<file path="src/logic/imul_msg_pkg.sv">
package imul_msg_pkg;

  // ----------------------------------------------------------
  // Field widths
  // ----------------------------------------------------------

  // Operand and result width, one machine word
  localparam int imul_data_w = 32;

  // Request carries both operands side by side
  localparam int imul_req_w = 2 * imul_data_w;

  // Iteration counter has to hold 0 through 32
  localparam int imul_count_w = 6;

  // ----------------------------------------------------------
  // Message formats
  // ----------------------------------------------------------

  // Request layout
  //   [63:32] operand a
  //   [31:0]  operand b
  typedef struct packed {
    logic [imul_data_w-1:0] a;
    logic [imul_data_w-1:0] b;
  } imul_req_t;

  // Response is the low word of the product
  // Same bits for signed and unsigned operands
  typedef logic [imul_data_w-1:0] imul_resp_t;

endpackage

</file>
<file path="src/logic/imul_ctrl_pkg.sv">
package imul_ctrl_pkg;

  // FSM states of the sequencer
  typedef enum logic [1:0] {
    IDLE = 2'd0,
    CALC = 2'd1,
    DONE = 2'd2
  } imul_state_t;

  // Operand a register input
  typedef enum logic {
    A_LOAD  = 1'b0,
    A_SHIFT = 1'b1
  } imul_a_sel_t;

  // Operand b register input
  typedef enum logic {
    B_LOAD  = 1'b0,
    B_SHIFT = 1'b1
  } imul_b_sel_t;

  // Result register input
  typedef enum logic {
    RES_CLEAR = 1'b0,
    RES_ADD   = 1'b1
  } imul_res_sel_t;

  // One iteration per bit of b at most
  localparam int imul_max_iter = 32;

endpackage

</file>
<file path="src/logic/imul_msg_queue.sv">
`timescale 1ns/1ps

module imul_msg_queue
  import imul_msg_pkg::*;
#(
  parameter type msg_t = imul_resp_t
)
(
  input  logic clk,
  input  logic reset,
  input  logic enq_val,
  output logic enq_rdy,
  input  msg_t enq_msg,
  output logic deq_val,
  input  logic deq_rdy,
  output msg_t deq_msg
);

  // Two slots, one pointer bit each side
  msg_t       buf_q [2];
  logic       wr_ptr_q;
  logic       rd_ptr_q;
  logic [1:0] count_q;

  logic enq_fire;
  logic deq_fire;

  // Ready only looks at the fill level, never at enq_val
  assign enq_rdy  = (count_q < 2'd2);
  assign deq_val  = (count_q != 2'd0);
  assign deq_msg  = buf_q[rd_ptr_q];

  assign enq_fire = enq_val && enq_rdy;
  assign deq_fire = deq_val && deq_rdy;

  // Storage, written on every accepted item
  always_ff @(posedge clk)
  begin
    if (enq_fire)
    begin
      buf_q[wr_ptr_q] <= enq_msg;
    end
  end

  // Pointers and fill count
  always_ff @(posedge clk)
  begin
    if (reset)
    begin
      wr_ptr_q <= 1'b0;
      rd_ptr_q <= 1'b0;
      count_q  <= 2'd0;
    end
    else
    begin
      if (enq_fire)
        wr_ptr_q <= ~wr_ptr_q;
      if (deq_fire)
        rd_ptr_q <= ~rd_ptr_q;
      // Simultaneous enq and deq leaves the level unchanged
      case ({enq_fire, deq_fire})
        2'b10:   count_q <= count_q + 2'd1;
        2'b01:   count_q <= count_q - 2'd1;
        default: count_q <= count_q;
      endcase
    end
  end

  // ----------------------------------------------------------
  // Checks
  // ----------------------------------------------------------

  // Head item held while the consumer stalls
  assert property (@(posedge clk) disable iff (reset)
    deq_val && !deq_rdy |=> deq_val && $stable(deq_msg));

  // Producer keeps its item offered while the queue is full
  assert property (@(posedge clk) disable iff (reset)
    enq_val && !enq_rdy |=> enq_val && $stable(enq_msg));

endmodule

</file>
<file path="src/logic/imul_dpath.sv">
`timescale 1ns/1ps

module imul_dpath
  import imul_msg_pkg::*;
  import imul_ctrl_pkg::*;
(
  input  logic          clk,
  input  imul_req_t     req_msg,
  input  imul_a_sel_t   a_sel,
  input  imul_b_sel_t   b_sel,
  input  imul_res_sel_t res_sel,
  input  logic          a_en,
  input  logic          b_en,
  input  logic          res_en,
  input  logic          count_clr,
  input  logic          count_en,
  output logic          b_zero,
  output logic          count_done,
  output imul_resp_t    result
);

  // ----------------------------------------------------------
  // Operand unpacking
  // ----------------------------------------------------------

  // a sits in the upper half, b in the lower half
  logic [imul_data_w-1:0] req_a;
  logic [imul_data_w-1:0] req_b;

  assign req_a = req_msg[imul_req_w-1 -: imul_data_w];
  assign req_b = req_msg[imul_data_w-1:0];

  // ----------------------------------------------------------
  // Registers and next values
  // ----------------------------------------------------------

  logic [imul_data_w-1:0]  a_q;
  logic [imul_data_w-1:0]  b_q;
  logic [imul_data_w-1:0]  res_q;
  logic [imul_count_w-1:0] count_q;

  logic [imul_data_w-1:0]  a_d;
  logic [imul_data_w-1:0]  b_d;
  logic [imul_data_w-1:0]  res_d;
  logic [imul_data_w-1:0]  addend;

  // Partial product for this step
  assign addend = b_q[0] ? a_q : '0;

  // a moves one place up per step
  assign a_d = (a_sel == A_LOAD) ? req_a : (a_q << 1);

  // b moves one place down so bit 0 is always the current bit
  assign b_d = (b_sel == B_LOAD) ? req_b : (b_q >> 1);

  // Carry out of bit 31 is dropped, only the low word is kept
  assign res_d = (res_sel == RES_CLEAR) ? '0 : (res_q + addend);

  always_ff @(posedge clk)
  begin
    if (a_en)
      a_q <= a_d;
    if (b_en)
      b_q <= b_d;
    if (res_en)
      res_q <= res_d;
  end

  // Step counter, cleared with each new request
  always_ff @(posedge clk)
  begin
    if (count_clr)
      count_q <= '0;
    else if (count_en)
      count_q <= count_q + imul_count_w'(1);
  end

  // ----------------------------------------------------------
  // Status back to the FSM
  // ----------------------------------------------------------

  // No set bits left means nothing more to add
  assign b_zero     = (b_q == '0);
  assign count_done = (count_q == imul_count_w'(imul_max_iter));
  assign result     = res_q;

  // FSM has to stop stepping once the limit is reached
  assert property (@(posedge clk)
    !$isunknown(count_q) |-> count_q <= imul_count_w'(imul_max_iter));

endmodule

</file>
<file path="src/logic/imul_ctrl.sv">
`timescale 1ns/1ps

module imul_ctrl
  import imul_msg_pkg::*;
  import imul_ctrl_pkg::*;
(
  input  logic          clk,
  input  logic          reset,
  input  logic          deq_val,
  output logic          deq_rdy,
  output logic          resp_enq_val,
  input  logic          resp_enq_rdy,
  input  logic          b_zero,
  input  logic          count_done,
  output imul_a_sel_t   a_sel,
  output imul_b_sel_t   b_sel,
  output imul_res_sel_t res_sel,
  output logic          a_en,
  output logic          b_en,
  output logic          res_en,
  output logic          count_clr,
  output logic          count_en
);

  imul_state_t state_q;
  imul_state_t state_d;

  logic deq_fire;
  logic calc_end;

  // Handshakes depend on state only
  assign deq_rdy      = (state_q == IDLE);
  assign resp_enq_val = (state_q == DONE);

  assign deq_fire = deq_val && deq_rdy;

  // Leave CALC when no bits are left or the step limit is hit
  assign calc_end = b_zero || count_done;

  // ----------------------------------------------------------
  // State register
  // ----------------------------------------------------------

  always_ff @(posedge clk)
  begin
    if (reset)
      state_q <= IDLE;
    else
      state_q <= state_d;
  end

  // ----------------------------------------------------------
  // Next state and datapath controls
  // ----------------------------------------------------------

  always_comb
  begin
    state_d   = state_q;
    a_sel     = A_LOAD;
    b_sel     = B_LOAD;
    res_sel   = RES_CLEAR;
    a_en      = 1'b0;
    b_en      = 1'b0;
    res_en    = 1'b0;
    count_clr = 1'b0;
    count_en  = 1'b0;

    case (state_q)
      IDLE:
      begin
        // Load operands and clear result and counter on accept
        a_en      = deq_fire;
        b_en      = deq_fire;
        res_en    = deq_fire;
        count_clr = deq_fire;
        if (deq_fire)
          state_d = CALC;
      end

      CALC:
      begin
        if (calc_end)
        begin
          state_d = DONE;
        end
        else
        begin
          // One shift-and-add step
          a_sel    = A_SHIFT;
          b_sel    = B_SHIFT;
          res_sel  = RES_ADD;
          a_en     = 1'b1;
          b_en     = 1'b1;
          res_en   = 1'b1;
          count_en = 1'b1;
        end
      end

      DONE:
      begin
        // Result held until the response queue takes it
        if (resp_enq_rdy)
          state_d = IDLE;
      end

      default: state_d = IDLE;
    endcase
  end

  // A result is offered only once every set bit of b has been added
  assert property (@(posedge clk) disable iff (reset)
    $rose(resp_enq_val) |-> $past(b_zero));

endmodule

</file>
<file path="src/logic/imul_unit.sv">
`timescale 1ns/1ps

module imul_unit
  import imul_msg_pkg::*;
  import imul_ctrl_pkg::*;
(
  input  logic       clk,
  input  logic       reset,
  input  logic       req_val,
  output logic       req_rdy,
  input  imul_req_t  req_msg,
  output logic       resp_val,
  input  logic       resp_rdy,
  output imul_resp_t resp_msg
);

  // Request queue to FSM and datapath
  logic          deq_val;
  logic          deq_rdy;
  imul_req_t     deq_msg;

  // FSM and datapath to response queue
  logic          resp_enq_val;
  logic          resp_enq_rdy;
  imul_resp_t    result;

  // FSM to datapath
  imul_a_sel_t   a_sel;
  imul_b_sel_t   b_sel;
  imul_res_sel_t res_sel;
  logic          a_en;
  logic          b_en;
  logic          res_en;
  logic          count_clr;
  logic          count_en;

  // Datapath status
  logic          b_zero;
  logic          count_done;

  // ----------------------------------------------------------
  // Input buffering
  // ----------------------------------------------------------

  imul_msg_queue #(
    .msg_t (imul_req_t)
  ) u_req_queue (
    .clk     (clk),
    .reset   (reset),
    .enq_val (req_val),
    .enq_rdy (req_rdy),
    .enq_msg (req_msg),
    .deq_val (deq_val),
    .deq_rdy (deq_rdy),
    .deq_msg (deq_msg)
  );

  // ----------------------------------------------------------
  // Multiplier core
  // ----------------------------------------------------------

  imul_ctrl u_ctrl (
    .clk          (clk),
    .reset        (reset),
    .deq_val      (deq_val),
    .deq_rdy      (deq_rdy),
    .resp_enq_val (resp_enq_val),
    .resp_enq_rdy (resp_enq_rdy),
    .b_zero       (b_zero),
    .count_done   (count_done),
    .a_sel        (a_sel),
    .b_sel        (b_sel),
    .res_sel      (res_sel),
    .a_en         (a_en),
    .b_en         (b_en),
    .res_en       (res_en),
    .count_clr    (count_clr),
    .count_en     (count_en)
  );

  imul_dpath u_dpath (
    .clk        (clk),
    .req_msg    (deq_msg),
    .a_sel      (a_sel),
    .b_sel      (b_sel),
    .res_sel    (res_sel),
    .a_en       (a_en),
    .b_en       (b_en),
    .res_en     (res_en),
    .count_clr  (count_clr),
    .count_en   (count_en),
    .b_zero     (b_zero),
    .count_done (count_done),
    .result     (result)
  );

  // Output buffering, absorbs sink stalls
  imul_msg_queue #(
    .msg_t (imul_resp_t)
  ) u_resp_queue (
    .clk     (clk),
    .reset   (reset),
    .enq_val (resp_enq_val),
    .enq_rdy (resp_enq_rdy),
    .enq_msg (result),
    .deq_val (resp_val),
    .deq_rdy (resp_rdy),
    .deq_msg (resp_msg)
  );

endmodule

</file>
<file path="config.mk">
export PLATFORM = sky130hd
export DESIGN_NAME = imul_unit
export DESIGN_NICKNAME = d
export VERILOG_FILES = /design/src/logic/imul_msg_pkg.sv /design/src/logic/imul_ctrl_pkg.sv /design/src/logic/imul_msg_queue.sv /design/src/logic/imul_dpath.sv /design/src/logic/imul_ctrl.sv /design/src/logic/imul_unit.sv
export SDC_FILE = /design/constraint.sdc
export NUM_CORES = 1
export LEC_CHECK = 0
export ABC_AREA = 1
export BUFFER_PORTS_ARGS = -buffer_cell sky130_fd_sc_hd__buf_2
export CAP_MARGIN = 20
export CORE_ASPECT_RATIO = 0.6
export CORE_MARGIN = 2
export CORE_UTILIZATION = 40
export DETAILED_ROUTE_END_ITERATION = 10
export HOLD_SLACK_MARGIN = 0.06
export PLACE_DENSITY_LB_ADDON = 0.15
export SLEW_MARGIN = 20
export SYNTH_ARGS = -nofsm -noshare
export SYNTH_HDL_FRONTEND = slang
export SYNTH_SLANG_ARGS = --single-unit
</file>
<file path="constraint.sdc">
create_clock -name clk -period 11.1 [get_ports clk]
set_clock_uncertainty 0.15 [all_clocks]
set_input_delay 0 -clock clk [delete_from_list [all_inputs] [get_ports clk]]
set_output_delay 0 -clock clk [all_outputs]
set_load 0.03 [all_outputs]
</file>
==> results.yml <==
setup_path:
  rr_startpoint: "u_dpath.b_q[0]"
  required_ns: 11.12
  cp_slowest_cell: "buf_4"
  startpoint: "u_dpath.b_q[0]"
  cp-start-kind: "register"
  cp-end-kind: "register"
  cp.arrival_ns: 4.24
  cp_slowest_stage_delay_ns: 0.84
  cp_max_fo: 93
  r2r_setup_slack_ns: 6.88
  cp.buffers_inverters: 2
  path_cells: "nor2_1, nand3_1, nor2_1, nand2_1, o21ai_4, buf_4, nand2_4, buf_4"
  r2r_end: "u_dpath.result[10]"
  worst-r2r-cell-count: 8
  worstSetupPathType: "reg2reg"
  crit_family: "buffers and inverters"
placement:
  port_buffers: 101
  gp_congestion: 0.8893
  dp_slack_ns: 6.608
  dpl.hpwl_mm: 22.85
  placed_area_sq_um: 15330
cells_and_area:
  nNetsFinal: 1758
  n_antenna_cell: 0
  ff_latch_area_sq_um: 9010
  multi_input_area_sq_um: 4437
  drive_gt1_share_pct: 14.13
  finish.instance_area_sq_um: 17670
  area_growth_pct: 23.34
  fillers: 3230
global_routing:
  grt_max_degree: 94
  grt_pass1_vias: 9590
  grt-ovfl-total: 0
  grt_usage_pct: 18.37
  antenna_found_initial: 0
  grt_first_pass_wirelength_mm: 52.92
detailed_routing:
  drtIter0Drc: 934
  ant_nets: 0
  routed_wirelength_mm: 33.90
  drc: 0
  via_count: 10190
  wl_per_cell_um: 15.81
  dr.pass1.iters: 5
  viasPerCell: 4.755
timing:
  layout_min_cycle_time_ns: 4.219
  layout_setup_ws_ns: 6.881
  slew_headroom_pct: 30.87
  hold_viol: 0
  period_share_pct: 38.01
  setup_tns_ns: 0
  hold_ws_ns: 0.08316
  max_freq_mhz: 237.0
  rsz0062_at_grt: "false"
  final-setup-viol-count: 0
  tightest_slew_ns: 1.034
  drv_slew: 0
outcome:
  outcome: "completed"
power:
  total_power_w: 0.004928
  ir_drop_v: 0.0001535
  power_density_nw_per_um2: 278.8
  power_leakage_nw: 7.596
floorplanning:
  ioPinCount: 102
  dieHeight_um: 150.6
  coreArea_sq_um: 35150
  row_count: 53
  die-area_sq_um: 37400
  start_util_pct: 40.77
  die_x_um: 248.3
synthesis:
  synth.yosys.seq_area_share_pct: 62.87
  syn_area_per_cell_sq_um: 10.10
  synth_fp_nets: 1523
  ys_async_sr_fraction_pct: 0
  synth_edf_count: 288
  synth_flop_cell: "edfxtp_1"
  ys_ff_latch: 306
  syn_inst: 1419
  syn-cell-area_sq_um: 14330
  yosysUniqueCellTypes: 32
  yosysWarnings: 0
clock_tree:
  post_cts_resized: 0
  cts.htree.levels: 1
  cts_root_buffer: "clkbuf_16"
  cts_tree: "yes"
  clkSinkCount: 306
  tritoncts.num_buffers: 29
  clk_pin_slew_ns: 0.07
  clkLatencyLatePin_ns: 0.57
  clk_path_buf_depth: 3
hold_path:
  hold_start: "req_msg[35]"
  hold_end: "u_req_queue.buf_q[0][35]"
  hold_depth: 2
  worst_hold_path_type: "in2reg"
run:
  max_cap_viol_count: 0
## how the worst max path moves through the flow
| stage | to | slack, ns | depth (start not counted) |
|---|---|---|---|
| floorplan | u_req_queue.buf_q[1][0] | 7.04 | 3 |
| global placement | u_dpath.result[20] | 6.68 | 8 |
| detailed placement | u_dpath.result[6] | 6.61 | 8 |
| CTS | u_dpath.result[12] | 6.57 | 8 |
| global route | u_dpath.result[4] | 6.53 | 8 |
| finish | u_dpath.result[10] | 6.88 | 8 |
## through the flow
step / cells / utilization (%)
CTS: 2143 / 50.24
detailed placement: 1957 / 43.62
global route: 2144 / 50.28
floorplan: 1419 / -
finish: 2144 / 50.28
global placement: 1957 / 43.61
## repair_timing
item                                   CTS  global route
buffers inserted                         0             0
hold buffers                           132             0
endpoints found under the hold margin  199             0
## metal layers
| layer | part of all wire, % | GRT usage [%] | wire [um] |
|---|---|---|---|
| met1 | 53 | 29.44 | 18070 |
| met2 | 40 | 26.13 | 13570 |
| met3 | 4.8 | 2.727 | 1634 |
| met4 | 1.8 | 3.571 | 615 |
| met5 | 0 | 0 | 0 |
## area by class of cell
class                   instances  area share [%]
well taps                     467           3.306
inverters                     191           4.071
flip-flops and latches        306           50.98
clock inverters                15          0.9133
multi-input cells             882           25.10
repair buffers                244           10.85
clock buffers                  39           4.779
## Yosys cell counts, types with 7 or more instances
library cell    n  share of area, %
buf_4           7              0.37
dfxtp_1        18               2.5
ha_1           35               3.1
o21ai_0        34               1.2
buf_2           8              0.28
nand2_1       476                12
clkbuf_1       18              0.47
nor3_1         11              0.38
nand4_1        12              0.52
nand3_1        37               1.3
mux2_2         32               2.5
edfxtp_1      288                60
xor2_1          7              0.43
a21oi_1        45               1.6
and2_1          7              0.31
nor3b_1         7              0.37
o211ai_1       32               1.7
or2_2          35               1.5
inv_1         189               5.0
nor2_1         98               2.6
## layout by cell type (no fill, tap or decap), drive strengths merged, types with 2 or more instances in the layout
cell type and instances:
and3 2, mux2 32, and2 7, nand3 37, bufinv 3, dfxtp 18, edfxtp 288, clkbuf 39
nand4 12, a21oi 45, buf 112, dlygate4sd3 132, xnor2 3, inv 194, xor2 7, nor2 99
ha 35, nor3b 7, nor3 11, clkinv 8, nand2 476, o21ai 35, o21bai 4, o211ai 32
or2 35
## sequential cells by signal, indices dropped and copies added, names as in the netlist, named ones only
name,count
u_dpath.a_q,32
u_dpath.b_q,32
u_ctrl.state_q,2
u_req_queue.count_q,2
u_dpath.result,32
u_req_queue.buf_q,128
u_resp_queue.wr_ptr_q,1
u_req_queue.rd_ptr_q,1
u_resp_queue.count_q,2
u_resp_queue.buf_q,64
u_req_queue.wr_ptr_q,1
u_resp_queue.rd_ptr_q,1
u_dpath.count_q,6
## report_power, final
group          total (W)  internal [W]  switching [W]
sequential       0.00192       0.00175       0.000173
clock            0.00104      0.000604       0.000438
combinational    0.00196      0.000600        0.00136
## cells by family (layout without fill, tap and decap cells)
family	count (synthesis)	count (layout)	share of synthesized area [%]
simple gates	686	686	19.57
flops	306	306	62.87
buf+inv	231	489	6.409
compound gates	117	117	4.759
fa+ha+maj	36	36	3.196
mux	33	33	2.585
xor+xnor	10	10	0.6113
Power figures use the tool's default switching activity.
